[src/include/erx_settings.svh]
`ifndef ERX_SETTINGS_SVH
`define ERX_SETTINGS_SVH

// Packet and word widths
`define ERX_PW 104
`define ERX_AW 32

// Output queue sizing
`define ERX_FIFO_DEPTH 16
// Leaves room for packets still in the three pipeline stages
`define ERX_FIFO_AFULL 12

// Top address bits that select this receiver
`define ERX_ID 12'h800

// Register file
`define ERX_MI_AW 4
`define ERX_NUM_REGS 4

`endif
[src/design/erx_pkg.sv]
package erx_pkg;

`include "erx_settings.svh"

   // Transaction packet with srcaddr in the top bits
   typedef struct packed {
      logic [`ERX_AW-1:0] srcaddr;            // Return address
      logic [`ERX_AW-1:0] data;               // Write data
      logic [`ERX_AW-1:0] dstaddr;            // Target address
      logic [3:0]         ctrlmode;           // Passed through untouched
      logic [1:0]         datamode;           // Transfer size
      logic               write;              // 1 for write, 0 for read
      logic               access;             // Always 1 for a real packet
   } erx_packet_t;

   // Target queue
   typedef enum logic [1:0] {
      DEST_WR = 2'd0,                         // Write
      DEST_RD = 2'd1,                         // Read request
      DEST_RR = 2'd2                          // Read response
   } erx_dest_e;

   // Address remap mode where 3 acts as off
   typedef enum logic [1:0] {
      REMAP_OFF    = 2'd0,
      REMAP_STATIC = 2'd1,
      REMAP_OFFSET = 2'd2
   } erx_remap_e;

   // Register map with one word per address
   typedef enum logic [`ERX_MI_AW-1:0] {
      REG_CFG    = 4'd0,                      // Enable and remap mode
      REG_REMAP  = 4'd1,                      // Pattern and select
      REG_BASE   = 4'd2,                      // Offset for offset mode
      REG_STATUS = 4'd3                       // Almost-full levels, read only
   } erx_reg_e;

   // Link beat phase
   typedef enum logic {
      IDLE_BEAT = 1'b0,                       // Expecting header beat
      HEAD_BEAT = 1'b1                        // Header held, expecting data beat
   } erx_beat_e;

   // Word between pipeline stages
   typedef struct packed {
      logic        valid;
      erx_dest_e   dest;                      // Set by remap stage
      erx_packet_t pkt;
   } erx_stage_t;

endpackage

[src/design/erx_cfg_if.sv]
`timescale 1ns/1ps
`include "erx_settings.svh"

interface erx_cfg_if;

   logic                   rx_enable;         // Accept link beats
   erx_pkg::erx_remap_e    remap_mode;
   logic [11:0]            remap_pattern;     // Replacement for addr 31:20
   logic [11:0]            remap_sel;         // Bits of pattern to apply
   logic [`ERX_AW-1:0]     remap_base;        // Added in offset mode

   modport src   (output rx_enable, remap_mode, remap_pattern, remap_sel, remap_base);

   modport proto (input rx_enable);

   modport remap (input remap_mode, remap_pattern, remap_sel, remap_base);

endinterface

[src/design/erx_cfg.sv]
`timescale 1ns/1ps
`include "erx_settings.svh"

module erx_cfg (
   input  logic                  sys_clk,
   input  logic                  arst_n,
   input  logic                  mi_en,
   input  logic                  mi_we,
   input  logic [`ERX_MI_AW-1:0] mi_addr,
   input  logic [31:0]           mi_din,
   output logic [31:0]           mi_dout,
   input  logic [2:0]            fifo_level,   // {rr, rd, wr} almost full
   erx_cfg_if.src                cfg
);

   logic        wr_en;                        // Register write strobe
   logic        rd_en;                        // Readback strobe
   logic [31:0] rd_data;                      // Selected readback word

   assign wr_en = mi_en && mi_we;
   assign rd_en = mi_en && !mi_we;

   // Register writes
   always_ff @(posedge sys_clk or negedge arst_n)
   begin
      if (!arst_n)
      begin
         cfg.rx_enable     <= 1'b0;
         cfg.remap_mode    <= erx_pkg::REMAP_OFF;
         cfg.remap_pattern <= '0;
         cfg.remap_sel     <= '0;
         cfg.remap_base    <= '0;
      end
      else if (wr_en)
      begin
         case (erx_pkg::erx_reg_e'(mi_addr))
            erx_pkg::REG_CFG:
            begin
               cfg.rx_enable  <= mi_din[0];
               cfg.remap_mode <= erx_pkg::erx_remap_e'(mi_din[2:1]);
            end
            erx_pkg::REG_REMAP:
            begin
               cfg.remap_pattern <= mi_din[11:0];
               cfg.remap_sel     <= mi_din[27:16];
            end
            erx_pkg::REG_BASE: cfg.remap_base <= mi_din;
            default: ;                        // Status and holes are read only
         endcase
      end
   end

   // Readback select with unused bits as 0
   always_comb
   begin
      case (erx_pkg::erx_reg_e'(mi_addr))
         erx_pkg::REG_CFG:    rd_data = {29'd0, cfg.remap_mode, cfg.rx_enable};
         erx_pkg::REG_REMAP:  rd_data = {4'd0, cfg.remap_sel, 4'd0, cfg.remap_pattern};
         erx_pkg::REG_BASE:   rd_data = cfg.remap_base;
         erx_pkg::REG_STATUS: rd_data = {29'd0, fifo_level};
         default:             rd_data = '0;  // Out of map reads 0
      endcase
   end

   // Registered readback that holds between reads
   always_ff @(posedge sys_clk or negedge arst_n)
   begin
      if (!arst_n)
         mi_dout <= '0;
      else if (rd_en)
         mi_dout <= rd_data;
   end

   // Write strobe only qualifies an enabled access
   a_we_needs_en : assert property (@(posedge sys_clk) disable iff (!arst_n)
      mi_we |-> mi_en);

endmodule

[src/flat_wrapper.sv]
// flat-port wrapper written by rule: the top's interface ports become plain ports
module erx_cfg_flat 
  (sys_clk, arst_n, mi_en, mi_we, mi_addr, mi_din, mi_dout, fifo_level, cfg_rx_enable, cfg_remap_mode, cfg_remap_pattern, cfg_remap_sel, cfg_remap_base);
  erx_cfg_if cfg_i ();
  input  logic sys_clk;
  input  logic arst_n;
  input  logic mi_en;
  input  logic mi_we;
  input  logic [`ERX_MI_AW-1:0] mi_addr;
  input  logic [31:0] mi_din;
  output logic [31:0] mi_dout;
  input  logic [2:0] fifo_level;
  output wire logic [$bits(cfg_i.rx_enable)-1:0] cfg_rx_enable;
  output wire logic [$bits(cfg_i.remap_mode)-1:0] cfg_remap_mode;
  output wire logic [$bits(cfg_i.remap_pattern)-1:0] cfg_remap_pattern;
  output wire logic [$bits(cfg_i.remap_sel)-1:0] cfg_remap_sel;
  output wire logic [$bits(cfg_i.remap_base)-1:0] cfg_remap_base;
  assign cfg_rx_enable = cfg_i.rx_enable;
  assign cfg_remap_mode = cfg_i.remap_mode;
  assign cfg_remap_pattern = cfg_i.remap_pattern;
  assign cfg_remap_sel = cfg_i.remap_sel;
  assign cfg_remap_base = cfg_i.remap_base;
  erx_cfg u_core (.sys_clk(sys_clk), .arst_n(arst_n), .mi_en(mi_en), .mi_we(mi_we), .mi_addr(mi_addr), .mi_din(mi_din), .mi_dout(mi_dout), .fifo_level(fifo_level), .cfg(cfg_i));
endmodule
[config.mk]
export PLATFORM = sky130hd
export DESIGN_NAME = erx_cfg_flat
export DESIGN_NICKNAME = d
export VERILOG_FILES = /design/src/design/erx_pkg.sv /design/src/design/erx_cfg_if.sv /design/src/design/erx_cfg.sv /design/src/flat_wrapper.sv
export VERILOG_INCLUDE_DIRS = /design/src /design/src/include
export SDC_FILE = /design/constraint.sdc
export NUM_CORES = 1
export LEC_CHECK = 0
export ABC_AREA = 1
export BUFFER_PORTS_ARGS = -buffer_cell sky130_fd_sc_hd__clkbuf_2
export CORE_AREA = 2 2 91 93
export CTS_CLUSTER_SIZE = 14
export DETAILED_ROUTE_END_ITERATION = 10
export DIE_AREA = 0 0 93 95
export PLACE_DENSITY = 0.76
export SYNTH_ARGS = -nofsm -noshare
export SYNTH_HDL_FRONTEND = slang
export SYNTH_SLANG_ARGS = --single-unit
export TNS_END_PERCENT = 10
[constraint.sdc]
create_clock -name sys_clk -period 2.4 [get_ports sys_clk]
set_clock_uncertainty 0.2 [all_clocks]
set_input_delay 0.36 -clock sys_clk [delete_from_list [all_inputs] [get_ports sys_clk]]
set_output_delay 0.36 -clock sys_clk [all_outputs]
set_load 0.03 [all_outputs]
==> flow_metrics.py, run 1 <==
metrics = {
    "routing": {
        "drc": 0,
        "drt_wl_total_um": 9615,
        "vias": 3443,
        "postRouteAntennaNets": 0,
        "drt_iter0_markers": 140,
        "wl_per_cell_um": 13.70,
        "firstDrtPassIters": 4,
        "vias_per_cell": 4.905,
    },
    "floorplan": {
        "io_pins": 134,
        "coreArea_mm2": 0.007928,
        "fp-row-count": 33,
        "dieArea_mm2": 0.008835,
        "die_y_um": 95,
        "initial_core_util_pct": 48.23,
        "die_x_um": 93,
    },
    "timing": {
        "tns_ns": 0,
        "rsz0062_at_grt": "false",
        "finalHoldViolations": 0,
        "slew_headroom_pct": 27.26,
        "tightest_slew_ns": 1.090,
        "fin_crit_ns": 1.558,
        "fmax_ghz": 0.6418,
        "timing.final.crit_share_pct": 64.92,
        "slew_violations": 0,
        "setup_viol_count_final": 0,
    },
    "run": {
        "max_cap_viol_count": 0,
    },
    "clocking": {
        "path_clk_slew_ns": 0.09,
        "numCtsBuffers": 9,
        "htreeDepth": 3,
        "cts_setup_buffers": 0,
        "clk_path_buf_depth": 2,
        "cts_root_buf": "clkbuf_8",
        "cts_tree": "done",
        "clkSinkCount": 91,
        "clock_latency_ns": 0.35,
    },
    "logic_synthesis": {
        "avgSynthCellArea_um2": 8.258,
        "yosysWarnings": 0,
        "yosys.area_share.adder_pct": 0,
        "synth_xor_area_share_pct": 0,
        "synth-seq-cells": 91,
        "synth_simple_gate_area_share_pct": 25.29,
        "synth_top_family_by_area": "simple AND/OR/NAND/NOR gates",
        "muxShareOfSynthArea_pct": 0,
        "synth_fp_nets": 506,
        "synth_compound_area_share_pct": 8.115,
        "syn_inst": 463,
        "ys_types": 13,
        "yosysSeqAreaShare_pct": 59.55,
        "syn_area_mm2": 0.003824,
    },
    "critical_path": {
        "cp_cell_sequence": "clkbuf_2",
        "r2r_cells": 4,
        "r2r_end": "u_core.mi_dout[2]",
        "critPathCaptureType": "output pin",
        "path_class": "flop to output pin",
        "crit_arrival_ns": 1.00,
        "reg2reg_slack_ns": 1.31,
        "slowest_stage": "dfrtp_1",
        "max_stage_delay_ns": 0.42,
        "worstReg2RegStart": "u_core.cfg.remap_base[2]",
        "path_buf_inv": 1,
        "critPathLaunch": "u_core.cfg.remap_base[13]",
        "path_max_fanout": 3,
        "path_delay_family": "flip-flops",
        "start_kind": "flop",
        "worstPathRequired_ns": 1.84,
    },
    "min_path": {
        "hold_depth": 3,
        "hp-start": "mi_din[23]",
        "worstHoldPathType": "input port to flop",
        "min_to": "u_core.cfg.remap_sel[7]",
    },
    "power_and_ir_drop": {
        "power_leakage_nw": 2.851,
        "cellPowerDensity_mw_per_mm2": 851.8,
        "ir_drop_v": 0.0005418,
    },
    "global_route": {
        "grt_use_total_pct": 22.85,
        "grt_pass1_vias": 3286,
        "grt-busiest-layer": "met2",
        "use_met3_pct": 3.831,
        "grt_pass1_wl_um": 15740,
        "overflow": 0,
        "antenna_found_initial": 0,
        "grt_use_met2_pct": 37.44,
        "met1_usage_pct": 30.46,
        "grt_max_degree": 49,
    },
    "layout": {
        "antenna_cells": 0,
        "area_growth_syn_to_layout_pct": 26.41,
        "fin_util_pct": 60.97,
        "drive_gt1_share_pct": 26.80,
        "final.fill_count": 743,
        "seqCellArea_mm2": 0.002277,
        "final_nets": 635,
        "multiInputGateArea_mm2": 0.001297,
    },
    "placed_design": {
        "globalplace.congestion": 0.8398,
        "portBuffers": 133,
        "dp_hpwl_um": 6570,
    },
    "run_status": {
        "run_status": "completed",
    },
}
how the worst max path moves through the flow:
stage / endpoint / slack [ns] / cells past startpoint
floorplan: u_core.cfg.remap_sel[1] / 0.90 / 8
global placement: u_core.mi_dout[20] / 0.60 / 6
detailed placement: u_core.mi_dout[19] / 0.53 / 6
CTS: cfg_remap_base[13] / 0.83 / 1
global route: u_core.mi_dout[18] / 0.68 / 6
finish: cfg_remap_base[13] / 0.84 / 1
sequential cells by signal, indices dropped and copies added, names as in the netlist:
| signal | count |
|---|---|
| u_core.cfg.remap_base | 32 |
| u_core.cfg.remap_mode | 2 |
| u_core.cfg.remap_pattern | 12 |
| u_core.cfg.remap_sel | 12 |
| u_core.cfg.rx_enable | 1 |
| u_core.mi_dout | 32 |
area by class of cell:
cell class / count / share of cell area (%)
clock buffers: 12 / 2.796
clock inverters: 4 / 2.045
inverters: 40 / 3.106
multi-input cells: 309 / 26.84
flip-flops and latches: 91 / 47.11
well taps: 105 / 2.718
repair buffers: 141 / 15.38
Yosys cell counts:
| cell | n | area, µm² |
|---|---|---|
| o21ai_0 | 22 | 110.1 |
| buf_4 | 3 | 22.52 |
| nor2_1 | 5 | 18.77 |
| inv_1 | 38 | 142.6 |
| nand3_1 | 22 | 110.1 |
| buf_6 | 1 | 11.26 |
| nand2_1 | 218 | 818.3 |
| o21ai_1 | 40 | 200.2 |
| dfrtp_1 | 91 | 2277 |
| inv_2 | 2 | 7.510 |
| buf_2 | 11 | 55.05 |
| clkbuf_1 | 8 | 30.03 |
| nor3_2 | 2 | 20.02 |
power by group:
| part | internal [W] | leakage (nW) | total [W] | switching, W |
|---|---|---|---|---|
| Combinational | 0.000271 | 1.53 | 0.000979 | 0.000709 |
| Sequential | 0.00174 | 1.21 | 0.00192 | 0.000179 |
| Clock | 0.000696 | 0.115 | 0.00122 | 0.000525 |
stage by stage:
step	setup slack (ns)	hold slack, ns	power, W	cells	area (µm²)
global placement	0.6008	0.2059	0.002899	685	4589
floorplan	0.9015	-0.1356	0.002542	463	3824
global route	0.6767	0.04326	0.004305	702	4833
finish	0.8418	0.03925	0.004117	702	4833
CTS	0.8257	0.02414	0.004149	702	4833
detailed placement	0.5287	0.2054	0.002930	685	4589
placed cells by master (no fill, tap or decap):
cell	netlist	layout
nand2_1	218	216
clkbuf_2	0	132
dfrtp_1	91	91
o21ai_1	40	40
inv_1	38	38
nand3_1	22	22
o21ai_0	22	22
clkbuf_8	0	9
buf_4	3	7
nor2_1	5	4
bufinv_16	0	3
clkbuf_1	8	3
inv_2	2	2
nor3_4	0	2
nand2_2	0	2
nor2_2	0	1
clkinv_4	0	1
dlygate4sd3_1	0	1
buf_12	0	1
logic make-up (layout without fill, tap and decap cells):
| logic type | count (synthesis) | after routing |
|---|---|---|
| buf+inv | 63 | 197 |
| compound gates | 62 | 62 |
| simple gates | 247 | 247 |
| flops | 91 | 91 |
timing repair:
action	4_1_cts	5_1_grt
endpoints found under the setup margin	0	0
hold buffers	1	0
gates resized for setup	0	0
endpoints found under the hold margin	45	0
per-layer routing:
layer  up-vias  routed length [µm]  part of all wire (%)
met2       118                4520                    47
met5         -                   0                     0
met1      1619                4365                    45
met3        16                 558                   5.8
li1       1690                   -                     -
met4         0                 171                   1.8
Power figures use the tool's default switching activity.
==> run 2: changes to the inputs <==
Settings changed: CORE_AREA 2 2 91 93 to 2 2 96 98, DIE_AREA 0 0 93 95 to 0 0 98 100, PLACE_DENSITY 0.76 to 0.72.
Clock period 2.4 ns to 1.4 ns, I/O delays scaled along.
==> flow_metrics.py, run 2 (same netlist as run 1, synthesis figures left out) <==
metrics = {
    "run_status": {
        "run_status": "completed",
    },
    "critical_path": {
        "path_max_fanout": 3,
        "worstPathRequired_ns": 0.99,
        "crit_arrival_ns": 0.98,
        "path_class": "flop to output pin",
        "slowest_stage": "dfrtp_1",
        "cp_cell_sequence": "buf_4",
        "path_buf_inv": 1,
        "max_stage_delay_ns": 0.43,
        "path_delay_family": "flip-flops",
        "start_kind": "flop",
        "critPathCaptureType": "output pin",
    },
    "routing": {
        "firstDrtPassIters": 7,
        "dr_wl_met2_um": 5018,
        "wl_met1_um": 4304,
        "wl_met3_um": 624,
        "drt_iter0_markers": 162,
        "drt_wl_total_um": 10000,
        "drc": 0,
        "wl_per_cell_um": 13.25,
        "vias": 3631,
        "highest_layer": "met4",
        "vias_per_cell": 4.809,
        "postRouteAntennaNets": 0,
    },
    "floorplan": {
        "initial_core_util_pct": 43.01,
        "fp-row-count": 35,
        "die_y_um": 100,
        "coreArea_mm2": 0.008890,
        "dieArea_mm2": 0.009800,
        "io_pins": 134,
        "die_x_um": 98,
    },
    "timing": {
        "timing.final.crit_share_pct": 99.07,
        "fin_crit_ns": 1.387,
        "slew_violations": 0,
        "tightest_slew_ns": 0.2811,
        "slew_headroom_pct": 81.26,
        "rsz0062_at_grt": "true",
        "tns_ns": 0,
        "finalHoldViolations": 0,
        "setup_viol_count_final": 0,
        "fmax_ghz": 0.7210,
    },
    "placed_design": {
        "portBuffers": 133,
        "dp_hpwl_um": 6808,
        "place_area_mm2": 0.004732,
        "globalplace.congestion": 0.8423,
    },
    "run": {
        "max_cap_viol_count": 0,
    },
    "layout": {
        "final_cell_mix": "nand2_1 (216), dfrtp_1 (91), clkbuf_2 (81)",
        "drive_gt1_share_pct": 27.64,
        "top_regs": "u_core.cfg.remap_base (32), u_core.mi_dout (32)",
        "final_nets": 682,
        "area_growth_syn_to_layout_pct": 40.97,
        "final.fill_count": 823,
        "layout_commonest_cell": "nand2_1",
        "antenna_cells": 0,
        "stdcell_area_mm2": 0.005390,
    },
    "global_route": {
        "grt_pass1_wl_um": 16350,
        "grt_use_total_pct": 20.76,
        "antenna_found_initial": 0,
        "grt_max_degree": 53,
        "grt_pass1_vias": 3414,
        "overflow": 0,
    },
    "min_path": {
        "worstHoldPathType": "input port to flop",
    },
    "power_and_ir_drop": {
        "ir_drop_v": 0.0008402,
        "p_total_w": 0.006998,
        "power_leakage_nw": 3.099,
        "cellPowerDensity_mw_per_mm2": 1298,
    },
    "clocking": {
        "clock_latency_ns": 0.36,
        "htreeDepth": 3,
        "numCtsBuffers": 9,
        "cts_tree": "done",
        "path_clk_slew_ns": 0.10,
        "cts_root_buf": "clkbuf_8",
        "clkSinkCount": 91,
        "clk_path_buf_depth": 2,
    },
}
==> run 2: layout make-up <==
class	instances	area, µm²	area share (%)
tap	111	138.9	2.577
clock inverter	7	76.32	1.416
sequential	91	2277	42.25
multi-input combinational	309	1297	24.07
timing repair buffer	188	1326	24.61
clock buffer	9	123.9	2.298
inverter	40	150.1	2.786
==> run 2: worst paths after layout <==
path	startpoint	endpoint	slack, ns	cells past startpoint
max	u_core.cfg.remap_base[25]	cfg_remap_base[25]	0.01	1
min	fifo_level[2]	u_core.mi_dout[2]	0.03	5
max reg2reg	u_core.cfg.remap_base[1]	u_core.mi_dout[1]	0.30	4
min reg2reg	u_core.mi_dout[5]	u_core.mi_dout[5]	0.28	2
max in group asynchronous	arst_n	u_core.mi_dout[19]	0.56	3
min in group asynchronous	arst_n	u_core.mi_dout[0]	0.17	3
==> run 2: timing repair <==
action | in CTS | in global routing
hold endpoints to repair | 150 | 0
setup endpoints to repair | 11 | 51
gates resized for setup | 13 | 90
setup buffers | 0 | 2
hold buffers | 33 | 0
==> run 2: power by group <==
group	internal [W]	total [W]	switching (W)	leakage, nW
Clock	0.000838	0.00179	0.000952	0.101
Sequential	0.00298	0.00329	0.000307	1.21
Combinational	0.000689	0.00192	0.00123	1.79
Total	0.00451	0.00700	0.00249	3.10
==> run 2: per-layer routing <==
| metal | up-vias | GRT usage (%) |
|---|---|---|
| met3 | 7 | 3.760 |
| met4 | 0 | 6.410 |
| met5 | - | 0 |
| li1 | 1785 | - |
| met2 | 120 | 35.56 |
| met1 | 1719 | 27.10 |
==> run 2: through the flow <==
step | hold WS, ns | utilization (%) | instances | setup WS, ns
after CTS | 0.01680 | 59.65 | 753 | 0.0004671
after detailed placement | 0.009897 | 53.23 | 704 | -0.1031
after global placement | 0.001945 | 53.23 | 704 | -0.04839
after global routing | 0.05551 | 60.63 | 755 | -0.01131
final | 0.03293 | 60.63 | 755 | 0.01308
after floorplan | -0.2856 | - | 463 | 0.05147
==> run 3: changes to the inputs <==
Settings changed: BUFFER_PORTS_ARGS -buffer_cell sky130_fd_sc_hd__clkbuf_2 to -buffer_cell sky130_fd_sc_hd__buf_2, HOLD_SLACK_MARGIN set to 0.05.
==> flow_metrics.py, run 3 (same netlist as run 1, synthesis figures left out) <==
metrics = {
    "critical_path": {
        "max_stage_delay_ns": 0.43,
        "path_delay_family": "flip-flops",
        "slowest_stage": "dfrtp_1",
        "worstPathRequired_ns": 0.99,
        "cp_cell_sequence": "buf_4",
        "crit_arrival_ns": 0.97,
        "path_buf_inv": 1,
        "critPathCaptureType": "output pin",
        "path_max_fanout": 3,
        "path_class": "flop to output pin",
        "start_kind": "flop",
        "reg2reg_slack_ns": 0.31,
    },
    "floorplan": {
        "die_x_um": 98,
        "fp-row-count": 35,
        "coreArea_mm2": 0.008890,
        "io_pins": 134,
        "die_y_um": 100,
        "initial_core_util_pct": 43.01,
        "dieArea_mm2": 0.009800,
    },
    "routing": {
        "drt_wl_total_um": 10650,
        "vias_per_cell": 4.832,
        "firstDrtPassIters": 4,
        "drt_iter0_markers": 161,
        "wl_per_cell_um": 14.07,
        "drc": 0,
        "postRouteAntennaNets": 0,
        "vias": 3658,
    },
    "global_route": {
        "overflow": 0,
        "grt_use_total_pct": 21.48,
        "grt_max_degree": 49,
        "grt_pass1_vias": 3502,
        "antenna_found_initial": 0,
        "grt_pass1_wl_um": 16820,
    },
    "min_path": {
        "worstHoldPathType": "input port to asynchronous set/reset pin",
    },
    "layout": {
        "final_cell_mix": "nand2_1 (217), buf_2 (97), dfrtp_1 (91)",
        "area_growth_syn_to_layout_pct": 42.38,
        "final.fill_count": 755,
        "layout_commonest_cell": "nand2_1",
        "drive_gt1_share_pct": 27.24,
        "final_nets": 684,
        "top_regs": "u_core.cfg.remap_base (32), u_core.mi_dout (32)",
        "stdcell_area_mm2": 0.005444,
        "antenna_cells": 0,
    },
    "power_and_ir_drop": {
        "power_leakage_nw": 3.127,
        "p_total_w": 0.006984,
        "cellPowerDensity_mw_per_mm2": 1283,
        "ir_drop_v": 0.0006875,
    },
    "placed_design": {
        "dp_hpwl_um": 6905,
        "portBuffers": 133,
        "globalplace.congestion": 0.8352,
        "place_area_mm2": 0.004722,
        "dp_slack_ns": -0.1088,
    },
    "timing": {
        "timing.final.crit_share_pct": 98.40,
        "rsz0062_at_grt": "true",
        "setup_slack_ns": 0.02244,
        "setup_viol_count_final": 0,
        "tightest_slew_ns": 0.2732,
        "fmax_ghz": 0.7259,
        "finalHoldViolations": 0,
        "slew_headroom_pct": 81.79,
        "slew_violations": 0,
        "fin_crit_ns": 1.378,
    },
    "run_status": {
        "run_status": "completed",
    },
    "clocking": {
        "clkSinkCount": 91,
        "clock_latency_ns": 0.36,
        "path_clk_slew_ns": 0.09,
        "cts_tree": "done",
        "clk_path_buf_depth": 2,
        "cts_root_buf": "clkbuf_8",
        "htreeDepth": 3,
        "numCtsBuffers": 9,
    },
    "run": {
        "max_cap_viol_count": 0,
    },
}
==> run 3: cell count changes in the layout (fill, tap and decap cells not counted), sizes merged <==
cell         before  now
buf              65  152
bufinv            1    0
clkbuf           99   13
clkinv            4    1
clkinvlp          1    3
dlygate4sd3      33   36
==> run 3: layout make-up <==
class / instances / area, µm² / area share, %
Inverter: 40 / 150.1 / 2.758
Clock inverter: 5 / 36.28 / 0.6665
Timing Repair Buffer: 190 / 1395 / 25.63
Multi-Input combinational cell: 309 / 1295 / 23.79
Sequential cell: 91 / 2277 / 41.83
Clock buffer: 11 / 151.4 / 2.781
Tap cell: 111 / 138.9 / 2.551
==> run 3: per-layer routing <==
layer | vias to the layer above | routed length (µm) | track usage (%)
met5 | - | 0 | 0
met4 | 0 | 139 | 7.265
met3 | 16 | 606 | 4.526
met2 | 124 | 5360 | 36.51
met1 | 1731 | 4544 | 27.59
li1 | 1787 | - | -
==> run 3: final timing paths <==
kind	startpoint	to	cells after the start
setup / recovery	u_core.cfg.remap_base[2]	cfg_remap_base[2]	1
hold / removal	arst_n	u_core.mi_dout[2]	2
setup reg to reg	u_core.cfg.remap_base[27]	u_core.mi_dout[27]	5
hold reg to reg	u_core.mi_dout[19]	u_core.mi_dout[19]	2
max in group asynchronous	arst_n	u_core.cfg.remap_base[29]	3
min in group sys_clk	mi_we	u_core.mi_dout[7]	5
==> run 3: through the flow <==
step	hold slack (ns)	std cells	TNS [ns]	utilization, %
after CTS	0.06693	755	0	59.34
after detailed placement	-0.09229	703	-5.315	53.12
after global placement	-0.09689	703	-3.303	53.12
after global routing	0.07058	757	-0.1204	61.24
after floorplan	-0.2856	463	0	-
final	0.07080	757	0	61.24
==> run 3: repair_timing <==
item	in CTS	in global routing
endpoints found under the setup margin	2	42
setup buffers	0	2
hold buffers	36	0
resized for setup	2	83
endpoints found under the hold margin	153	0
==> run 3: where the power goes <==
group | internal [W] | total (W) | switching [W]
clock | 0.000746 | 0.00169 | 0.000946
sequential | 0.00298 | 0.00330 | 0.000320
combinational | 0.000737 | 0.00199 | 0.00126
total | 0.00446 | 0.00698 | 0.00252
